<file path="config.mk">
export PLATFORM = sky130hd
export DESIGN_NAME = rx_intf
export DESIGN_NICKNAME = d
export VERILOG_FILES = /design/src/verilog/rx_pkg.sv /design/src/verilog/rx_word_if.sv /design/src/verilog/rx_fifo_wr_if.sv /design/src/verilog/rx_byte_packer.sv /design/src/verilog/rx_frame_builder.sv /design/src/verilog/rx_dma_fifo.sv /design/src/verilog/rx_intf.sv
export SDC_FILE = /design/constraint.sdc
export NUM_CORES = 2
export LEC_CHECK = 0
export ABC_AREA = 1
export CELL_PAD_IN_SITES_DETAIL_PLACEMENT = 1
export CELL_PAD_IN_SITES_GLOBAL_PLACEMENT = 1
export CORE_UTILIZATION = 48
export DETAILED_ROUTE_END_ITERATION = 10
export DONT_BUFFER_PORTS = 1
export PLACE_DENSITY_LB_ADDON = 0.1
export SLEW_MARGIN = 20
export SYNTH_ARGS = -nofsm -noshare
export SYNTH_HDL_FRONTEND = slang
export SYNTH_SLANG_ARGS = --single-unit
</file>
<file path="constraint.sdc">
create_clock -name clk -period 5.7 [get_ports clk]
set_input_delay 0.57 -clock clk [delete_from_list [all_inputs] [get_ports clk]]
set_output_delay 0.57 -clock clk [all_outputs]
set_load 0.01 [all_outputs]
</file>
<file path="src/verilog/rx_pkg.sv">
// receive path package with shared widths, types and frame word layout
package rx_pkg;

    localparam int BYTE_W         = 8;
    localparam int WORD_W         = 64;
    localparam int BYTES_PER_WORD = WORD_W / BYTE_W;
    localparam int FIFO_DEPTH     = 32;
    localparam int PTR_W          = $clog2(FIFO_DEPTH);
    // header plus trailer around every frame
    localparam int FRAME_OVERHEAD = 2;

    typedef logic [BYTE_W-1:0]                 byte_t;
    typedef logic [WORD_W-1:0]                 word_t;
    typedef logic [15:0]                       len_t;
    typedef logic [7:0]                        rate_t;
    typedef logic [15:0]                       sn_t;
    typedef logic [PTR_W:0]                    cnt_t;
    typedef logic [PTR_W-1:0]                  ptr_t;
    typedef logic [$clog2(BYTES_PER_WORD)-1:0] byte_lane_t;

    typedef enum logic [1:0] {
        ST_IDLE,
        ST_PAYLOAD,
        ST_TRAILER,
        ST_DISCARD
    } builder_state_t;

    // header word fields
    localparam int HDR_LEN_LSB  = 0;
    localparam int HDR_RATE_LSB = 16;
    localparam int HDR_SN_LSB   = 32;
    // trailer word fields
    localparam int TRL_FCS_BIT  = 0;
    localparam int TRL_CNT_LSB  = 16;

endpackage

</file>
<file path="src/verilog/rx_word_if.sv">
// packed payload word link from the byte packer to the frame builder
`timescale 1ns/10ps

interface rx_word_if;
    rx_pkg::word_t word;
    logic          valid;
    logic          last;
    rx_pkg::len_t  byte_cnt;

    modport source (
        output word,
        output valid,
        output last,
        output byte_cnt
    );

    modport sink (
        input word,
        input valid,
        input last,
        input byte_cnt
    );
endinterface

</file>
<file path="src/verilog/rx_fifo_wr_if.sv">
// frame word write link from the frame builder into the DMA FIFO
`timescale 1ns/10ps

interface rx_fifo_wr_if;
    rx_pkg::word_t wdata;
    logic          wlast;
    logic          wen;
    rx_pkg::cnt_t  free_cnt;

    modport source (
        output wdata,
        output wlast,
        output wen,
        input  free_cnt
    );

    modport sink (
        input  wdata,
        input  wlast,
        input  wen,
        output free_cnt
    );
endinterface

</file>
<file path="src/verilog/rx_byte_packer.sv">
// byte packer, gathers decoded bytes into 64-bit payload words
`timescale 1ns/10ps

module rx_byte_packer (
    input  logic          clk,
    input  logic          rst_i,
    input  logic          hdr_strobe_i,
    input  rx_pkg::byte_t byte_in_i,
    input  logic          byte_in_strobe_i,
    input  logic          fcs_in_strobe_i,
    rx_word_if.source     word_o
);

    rx_pkg::word_t      acc_q;
    rx_pkg::word_t      word_q;
    rx_pkg::byte_lane_t lane_q;
    rx_pkg::len_t       cnt_q;
    logic               valid_q;
    logic               last_q;
    logic               lane_full;

    assign lane_full = (lane_q == rx_pkg::byte_lane_t'(rx_pkg::BYTES_PER_WORD - 1));

    always_ff @(posedge clk)
    begin
        if (rst_i)
        begin
            lane_q  <= '0;
            cnt_q   <= '0;
            valid_q <= 1'b0;
            last_q  <= 1'b0;
        end
        else
        begin
            valid_q <= 1'b0;
            last_q  <= 1'b0;
            if (hdr_strobe_i)
            begin
                lane_q <= '0;
                cnt_q  <= '0;
            end
            else if (byte_in_strobe_i)
            begin
                lane_q  <= lane_q + 1'b1;
                cnt_q   <= cnt_q + 1'b1;
                valid_q <= lane_full;
            end
            else if (fcs_in_strobe_i)
            begin
                // end beat, plus a flush when a partial word is pending
                lane_q  <= '0;
                last_q  <= 1'b1;
                valid_q <= (lane_q != '0);
            end
        end
    end

    // lanes are cleared after each word so a flushed word is zero padded
    always_ff @(posedge clk)
    begin
        if (hdr_strobe_i)
            acc_q <= '0;
        else if (byte_in_strobe_i)
        begin
            if (lane_full)
            begin
                word_q <= {byte_in_i, acc_q[rx_pkg::WORD_W-rx_pkg::BYTE_W-1:0]};
                acc_q  <= '0;
            end
            else
                acc_q[rx_pkg::BYTE_W*lane_q +: rx_pkg::BYTE_W] <= byte_in_i;
        end
        else if (fcs_in_strobe_i)
        begin
            word_q <= acc_q;
            acc_q  <= '0;
        end
    end

    assign word_o.word     = word_q;
    assign word_o.valid    = valid_q;
    assign word_o.last     = last_q;
    assign word_o.byte_cnt = cnt_q;

endmodule

</file>
<file path="src/verilog/rx_frame_builder.sv">
// frame builder, reserves FIFO space and writes header, payload and trailer
`timescale 1ns/10ps

module rx_frame_builder (
    input  logic          clk,
    input  logic          rst_i,
    input  logic          hdr_strobe_i,
    input  logic          hdr_valid_i,
    input  rx_pkg::rate_t pkt_rate_i,
    input  rx_pkg::len_t  pkt_len_i,
    input  logic          fcs_ok_i,
    rx_word_if.sink       word_i,
    rx_fifo_wr_if.source  fifo_o
);

    rx_pkg::builder_state_t state_q;
    rx_pkg::sn_t            sn_q;
    logic                   ctl_wen_q;
    rx_pkg::word_t          ctl_word_q;
    rx_pkg::word_t          hdr_word;
    rx_pkg::word_t          trl_word;
    logic [16:0]            need_words;
    logic                   hdr_accept;
    logic                   fits;
    logic                   pay_wen;

    assign hdr_accept = hdr_strobe_i & hdr_valid_i;

    // payload words rounded up, plus header and trailer
    assign need_words = (17'(pkt_len_i) + 17'(rx_pkg::BYTES_PER_WORD - 1))
                        / 17'(rx_pkg::BYTES_PER_WORD)
                        + 17'(rx_pkg::FRAME_OVERHEAD);
    assign fits       = (17'(fifo_o.free_cnt) >= need_words);

    always_comb
    begin
        hdr_word = '0;
        hdr_word[rx_pkg::HDR_LEN_LSB +: $bits(rx_pkg::len_t)]   = pkt_len_i;
        hdr_word[rx_pkg::HDR_RATE_LSB +: $bits(rx_pkg::rate_t)] = pkt_rate_i;
        hdr_word[rx_pkg::HDR_SN_LSB +: $bits(rx_pkg::sn_t)]     = sn_q;
        trl_word = '0;
        trl_word[rx_pkg::TRL_FCS_BIT]                           = fcs_ok_i;
        trl_word[rx_pkg::TRL_CNT_LSB +: $bits(rx_pkg::len_t)]   = word_i.byte_cnt;
    end

    always_ff @(posedge clk)
    begin
        if (rst_i)
        begin
            state_q   <= rx_pkg::ST_IDLE;
            sn_q      <= '0;
            ctl_wen_q <= 1'b0;
        end
        else
        begin
            ctl_wen_q <= 1'b0;
            case (state_q)
                rx_pkg::ST_IDLE:
                begin
                    // a dropped packet still uses up its sequence number
                    if (hdr_accept)
                    begin
                        sn_q <= sn_q + 1'b1;
                        if (fits)
                        begin
                            ctl_wen_q <= 1'b1;
                            state_q   <= rx_pkg::ST_PAYLOAD;
                        end
                        else
                            state_q <= rx_pkg::ST_DISCARD;
                    end
                end
                rx_pkg::ST_PAYLOAD:
                begin
                    if (word_i.last)
                    begin
                        ctl_wen_q <= 1'b1;
                        state_q   <= rx_pkg::ST_TRAILER;
                    end
                end
                rx_pkg::ST_TRAILER:
                    state_q <= rx_pkg::ST_IDLE;
                default:
                begin
                    if (word_i.last)
                        state_q <= rx_pkg::ST_IDLE;
                end
            endcase
        end
    end

    // header captured while idle, trailer captured at the end beat
    always_ff @(posedge clk)
    begin
        if (state_q == rx_pkg::ST_IDLE)
            ctl_word_q <= hdr_word;
        else if (state_q == rx_pkg::ST_PAYLOAD && word_i.last)
            ctl_word_q <= trl_word;
    end

    assign pay_wen      = (state_q == rx_pkg::ST_PAYLOAD) & word_i.valid;
    assign fifo_o.wen   = ctl_wen_q | pay_wen;
    assign fifo_o.wdata = pay_wen ? word_i.word : ctl_word_q;
    assign fifo_o.wlast = (state_q == rx_pkg::ST_TRAILER);

endmodule

</file>
<file path="src/verilog/rx_dma_fifo.sv">
// DMA FIFO, buffers frame words and drives the AXI-stream master output
`timescale 1ns/10ps

module rx_dma_fifo (
    input  logic          clk,
    input  logic          rst_i,
    rx_fifo_wr_if.sink    fifo_i,
    output rx_pkg::word_t m_axis_tdata_o,
    output logic          m_axis_tvalid_o,
    output logic          m_axis_tlast_o,
    input  logic          m_axis_tready_i,
    output logic          rx_pkt_intr_o
);

    rx_pkg::word_t mem_data [rx_pkg::FIFO_DEPTH];
    logic          mem_last [rx_pkg::FIFO_DEPTH];
    rx_pkg::ptr_t  wr_ptr_q;
    rx_pkg::ptr_t  rd_ptr_q;
    rx_pkg::cnt_t  count_q;
    logic          rd_en;
    logic          intr_q;

    // storage, pointers wrap at the power of two depth
    always_ff @(posedge clk)
    begin
        if (fifo_i.wen)
        begin
            mem_data[wr_ptr_q] <= fifo_i.wdata;
            mem_last[wr_ptr_q] <= fifo_i.wlast;
        end
    end

    always_ff @(posedge clk)
    begin
        if (rst_i)
        begin
            wr_ptr_q <= '0;
            rd_ptr_q <= '0;
            count_q  <= '0;
            intr_q   <= 1'b0;
        end
        else
        begin
            if (fifo_i.wen)
                wr_ptr_q <= wr_ptr_q + 1'b1;
            if (rd_en)
                rd_ptr_q <= rd_ptr_q + 1'b1;
            count_q <= count_q + rx_pkg::cnt_t'(fifo_i.wen) - rx_pkg::cnt_t'(rd_en);
            // one pulse per frame leaving on the stream
            intr_q  <= rd_en & m_axis_tlast_o;
        end
    end

    assign fifo_i.free_cnt = rx_pkg::cnt_t'(rx_pkg::FIFO_DEPTH) - count_q;

    // head word held in place until the handshake
    assign m_axis_tvalid_o = (count_q != '0);
    assign m_axis_tdata_o  = mem_data[rd_ptr_q];
    assign m_axis_tlast_o  = m_axis_tvalid_o & mem_last[rd_ptr_q];
    assign rd_en           = m_axis_tvalid_o & m_axis_tready_i;
    assign rx_pkt_intr_o   = intr_q;

endmodule

</file>
<file path="src/verilog/rx_intf.sv">
// receive interface top, decoded bytes in and framed AXI-stream words out
`timescale 1ns/10ps

module rx_intf (
    input  logic          clk,
    input  logic          rst_i,
    input  logic          pkt_header_valid_i,
    input  logic          pkt_header_valid_strobe_i,
    input  rx_pkg::rate_t pkt_rate_i,
    input  rx_pkg::len_t  pkt_len_i,
    input  rx_pkg::byte_t byte_in_i,
    input  logic          byte_in_strobe_i,
    input  logic          fcs_in_strobe_i,
    input  logic          fcs_ok_i,
    output rx_pkg::word_t m_axis_tdata_o,
    output logic          m_axis_tvalid_o,
    output logic          m_axis_tlast_o,
    input  logic          m_axis_tready_i,
    output logic          rx_pkt_intr_o
);

    rx_word_if    word_bus ();
    rx_fifo_wr_if fifo_bus ();

    rx_byte_packer u_packer (
        .clk              (clk),
        .rst_i            (rst_i),
        .hdr_strobe_i     (pkt_header_valid_strobe_i),
        .byte_in_i        (byte_in_i),
        .byte_in_strobe_i (byte_in_strobe_i),
        .fcs_in_strobe_i  (fcs_in_strobe_i),
        .word_o           (word_bus.source)
    );

    rx_frame_builder u_builder (
        .clk          (clk),
        .rst_i        (rst_i),
        .hdr_strobe_i (pkt_header_valid_strobe_i),
        .hdr_valid_i  (pkt_header_valid_i),
        .pkt_rate_i   (pkt_rate_i),
        .pkt_len_i    (pkt_len_i),
        .fcs_ok_i     (fcs_ok_i),
        .word_i       (word_bus.sink),
        .fifo_o       (fifo_bus.source)
    );

    rx_dma_fifo u_fifo (
        .clk             (clk),
        .rst_i           (rst_i),
        .fifo_i          (fifo_bus.sink),
        .m_axis_tdata_o  (m_axis_tdata_o),
        .m_axis_tvalid_o (m_axis_tvalid_o),
        .m_axis_tlast_o  (m_axis_tlast_o),
        .m_axis_tready_i (m_axis_tready_i),
        .rx_pkt_intr_o   (rx_pkt_intr_o)
    );

endmodule

</file>
==> impl_metrics.csv <==
group,metric,value,unit
hold_path,hold_class,"in2reg",
hold_path,hold_end,"u_builder.ctl_wen_q",
floorplan,dieWidth,438,µm
setup_path,r2r_slack,2.25,ns
yosys,synth_ff_type,"edfxtp_1",
clock_network,clockRootBuffer,"clkbuf_16",
grt,antenna_found_initial,7,
clock_network,cts_setup_buffers,0,
power_and_ir_drop,clkPwrFrac,36.9,%
setup_path,required,5.13,ns
timing,min_period_over_period,80.0,%
detailed_routing,wl,294000,µm
grt,grt_pass1_wl,425000,µm
timing,relSlewSlack,22.6,%
setup_path,path_cells,"buf_4 -> buf_4 -> o21ai_0 -> o22ai_1 -> o21ai_0 -> o22ai_1 -> nand2_1 -> nand2_1",
placed_design,post-dp-hpwl,153000,µm
yosys,ys_ff_latch,2318,
finish,fin_area,103000,µm²
grt,grt_max_degree,195,
timing,rsz0062_at_grt,"no",
grt,grt.met1_usage,42.5,%
floorplan,die_h,438,µm
setup_path,critPathMaxStageDelay,0.77,ns
timing,fin_hold_ws,0.0573,ns
power_and_ir_drop,power_density,399,nW/µm²
clock_network,cts_tree,"yes",
timing,setup_tns,0,ns
clock_network,clockBufferDepth,3,
yosys,synth_edf_count,2184,
yosys,ys_types,49,
floorplan,core,188000,µm²
timing,max_freq,219,MHz
grt,use_met2,49.2,%
hold_path,whs_path_depth,5,
timing,setup_viol,0,
floorplan,rows,159,
power_and_ir_drop,netSwitchingFraction,28.3,%
detailed_routing,drtIter0Drc,6507,
timing,finClkSkew,0.0384,ns
power_and_ir_drop,p_leak,0.0334,µW
setup_path,cp-end-kind,"output pin",
power_and_ir_drop,internal_power,29300,µW
power_and_ir_drop,peakVddDrop,0.000290,V
timing,tightestPinTransition,1.15,ns
finish,final_util,54.5,%
grt,grtUsageTotal,30.2,%
finish,drive_gt1_share,8.41,%
clock_network,clk_pin_slew,0.06,ns
timing,finalCriticalPeriod,4.56,ns
yosys,syn_inst,7197,
power_and_ir_drop,switchingPower,11600,µW
floorplan,pin_count,107,
yosys,syn_area,91400,µm²
detailed_routing,ant_nets,0,
run_status,status,"finished, final reports clean",
clock_network,cts.sinks,2318,
finish,syn_to_final_growth,12.2,%
yosys,async_flop_share,0,%
grt,grt_pass1_vias,62500,
setup_path,arrival,3.99,ns
finish,fin_nets,7217,
detailed_routing,via_per_inst,6.24,
finish,finalNonFillerCells,9848,
detailed_routing,via_count,61400,
clock_network,cts_made_buffers,234,
timing,hold_viol_final,0,
placed_design,place_area,94700,µm²
setup_path,critPathSlowestCell,"buf_4",
power_and_ir_drop,power_frac_seq,46.3,%
placed_design,io_buffer_count,0,
setup_path,startpoint_type,"flip-flop",
detailed_routing,drcViolationCount,0,
detailed_routing,wl_per_cell,29.8,µm
power_and_ir_drop,comb_power_share,16.7,%
setup_path,worstRegToRegCells,11,
floorplan,start_util,48.5,%
detailed_routing,firstDrtPassIters,5,
yosys,syn_avg_cell_area,12.7,µm²
grt,use_met3,4.06,%
timing,maxSlewViolCount,0,
clock_network,ctsHtreeMaxLevel,4,
floorplan,die_area,192000,µm²
clock_network,clk_latency,0.88,ns
grt,grt_overflow,0,
hold_path,holdCritStartpoint,"pkt_len_i[15]",
setup_path,crit_fanout,84,
setup_path,r2r_end,"u_fifo.rx_pkt_intr_o",
placed_design,dp.cells,9368,
flow_run,drv_cap,0,
yosys,seq_area_frac_synth,74.7,%
setup_path,path_class,"reg2out",
grt,busiest_layer,"met2",
yosys,ys_warn_count,0,
placed_design,place_congestion,0.824,
yosys,syn_nets,7267,
-- cells in the final DEF, fill, tap and decap left out, drive strengths merged, types with 3 or more instances in the layout --
cell type and count:
clkbuf 321, nor4 11, nand3 67, o31ai 21, xnor2 3, a32o 4, dlygate4sd3 36, o221ai 40
nor2 1422, or2 5, nand2 468, nand4 14, edfxtp 2184, bufinv 15, o21ai 1305, o21bai 3
inv 169, a31oi 11, xor2 4, o22ai 569, nor3b 6, buf 160, ha 29, clkinv 102
a21oi 163, mux2 40, dfxtp 134, o211ai 4, nor3 29
-- area by class of cell --
| cell class | count | area, µm² |
|---|---|---|
| timing repair buffer | 196 | 2210 |
| inverter | 168 | 687 |
| clock inverter | 119 | 952 |
| antenna | 2 | 5.00 |
| tap | 2495 | 3120 |
| multi-input combinational | 4229 | 20800 |
| fill | 18600 | 85800 |
| sequential | 2318 | 68300 |
| clock buffer | 321 | 6510 |
-- cells by family after synthesis --
logic type | count (synthesis) | share of synthesized area, %
buf+inv | 650 | 2.91
compound gates | 2128 | 12.7
simple gates | 2024 | 8.68
mux | 40 | 0.493
fa+ha+maj | 30 | 0.419
xor+xnor | 7 | 0.0671
flops | 2318 | 74.7
-- how the worst max path moves through the flow --
stage / start / endpoint / slack (ns)
2_1_floorplan: u_builder.state_q[1] / u_fifo.mem_data[11][0] / 1.29
3_3_place_gp: flip-flop / m_axis_tdata_o[40] / 2.12
3_5_place_dp: flip-flop / m_axis_tdata_o[13] / 2.08
4_1_cts: flip-flop / m_axis_tdata_o[13] / 1.14
5_1_grt: flip-flop / m_axis_tdata_o[13] / 0.99
6_report: flip-flop / m_axis_tdata_o[13] / 1.14
-- repair_timing --
item                                   CTS  global route
resized for setup                        0             0
endpoints found under the hold margin  115             0
hold buffers                            37             0
-- synthesized netlist by cell type, types with 2 or more instances --
library cell | instances | area, µm²
edfxtp_1 | 2184 | 65600
nor2_1 | 1418 | 5320
o21ai_0 | 1222 | 6120
o22ai_1 | 569 | 3560
nand2_1 | 465 | 1750
clkbuf_1 | 343 | 1290
a21oi_1 | 163 | 816
inv_1 | 158 | 593
dfxtp_1 | 134 | 2680
buf_2 | 100 | 500
o21ai_1 | 83 | 415
nand3_1 | 62 | 310
mux2_2 | 40 | 450
o221ai_1 | 40 | 350
ha_1 | 29 | 363
nor3_1 | 23 | 115
buf_4 | 21 | 158
o31ai_1 | 21 | 158
buf_1 | 16 | 60.1
nand4_1 | 13 | 81.3
a31oi_1 | 11 | 68.8
nor4_1 | 11 | 68.8
nor3b_1 | 6 | 45.0
inv_2 | 5 | 18.8
nor3_2 | 5 | 50.1
or2_2 | 5 | 31.3
a32o_1 | 4 | 40.0
clkinv_1 | 4 | 15.0
nand3_2 | 4 | 40.0
o211ai_1 | 4 | 30.0
xor2_1 | 4 | 35.0
nand2_2 | 3 | 18.8
nor2_4 | 3 | 33.8
o21bai_1 | 3 | 22.5
xnor2_1 | 3 | 26.3
a22o_1 | 2 | 17.5
and3_1 | 2 | 12.5
buf_6 | 2 | 22.5
o21a_1 | 2 | 15.0
-- metal layers --
| metal | vias to the layer above | part of all wire (%) | wire length [µm] |
|---|---|---|---|
| met5 | - | 0.0044 | 13 |
| met4 | 2 | 2.6 | 7720 |
| met3 | 441 | 6.8 | 19900 |
| met2 | 2320 | 48 | 141000 |
| met1 | 32200 | 43 | 126000 |
| li1 | 26400 | - | - |
-- power by group through the flow --
stage                     Sequential, µW  Clock [µW]  Combinational, µW
final                              18900       15100               6830
after global routing               19000       15800               7480
after CTS                          18900       15300               6820
after detailed placement           19300           0               6740
after global placement             19300           0               6560
after floorplan                    19200           0               4520
-- registers in the layout, indices dropped and copies added (netlist names), 2 cells and up, named ones only --
signal	flops
u_fifo.mem_data	2048
u_packer.acc_q	64
u_packer.word_o.word	64
u_builder.ctl_word_q	48
u_fifo.mem_last	32
u_builder.sn_q	16
u_packer.word_o.byte_cnt	16
u_fifo.count_q	6
u_fifo.rd_ptr_q	5
u_fifo.wr_ptr_q	5
u_packer.lane_q	3
u_builder.state_q	2
-- through the flow --
stage / setup slack [ns] / power (µW)
finish: 1.14 / 40900
global route: 0.986 / 42300
CTS: 1.14 / 41000
detailed placement: 2.08 / 26000
global placement: 2.12 / 25900
floorplan: 1.29 / 23800
-- worst max-delay path, delay by kind of cell, from the launching register on --
kind	cells	cell delay [ns]
AOI/OAI and AO/OA	4	0.94
buffers and inverters	2	1.24
DFF	1	0.53
and+or+nand+nor	2	0.35
Note: power is estimated with default switching activity, not from simulation.
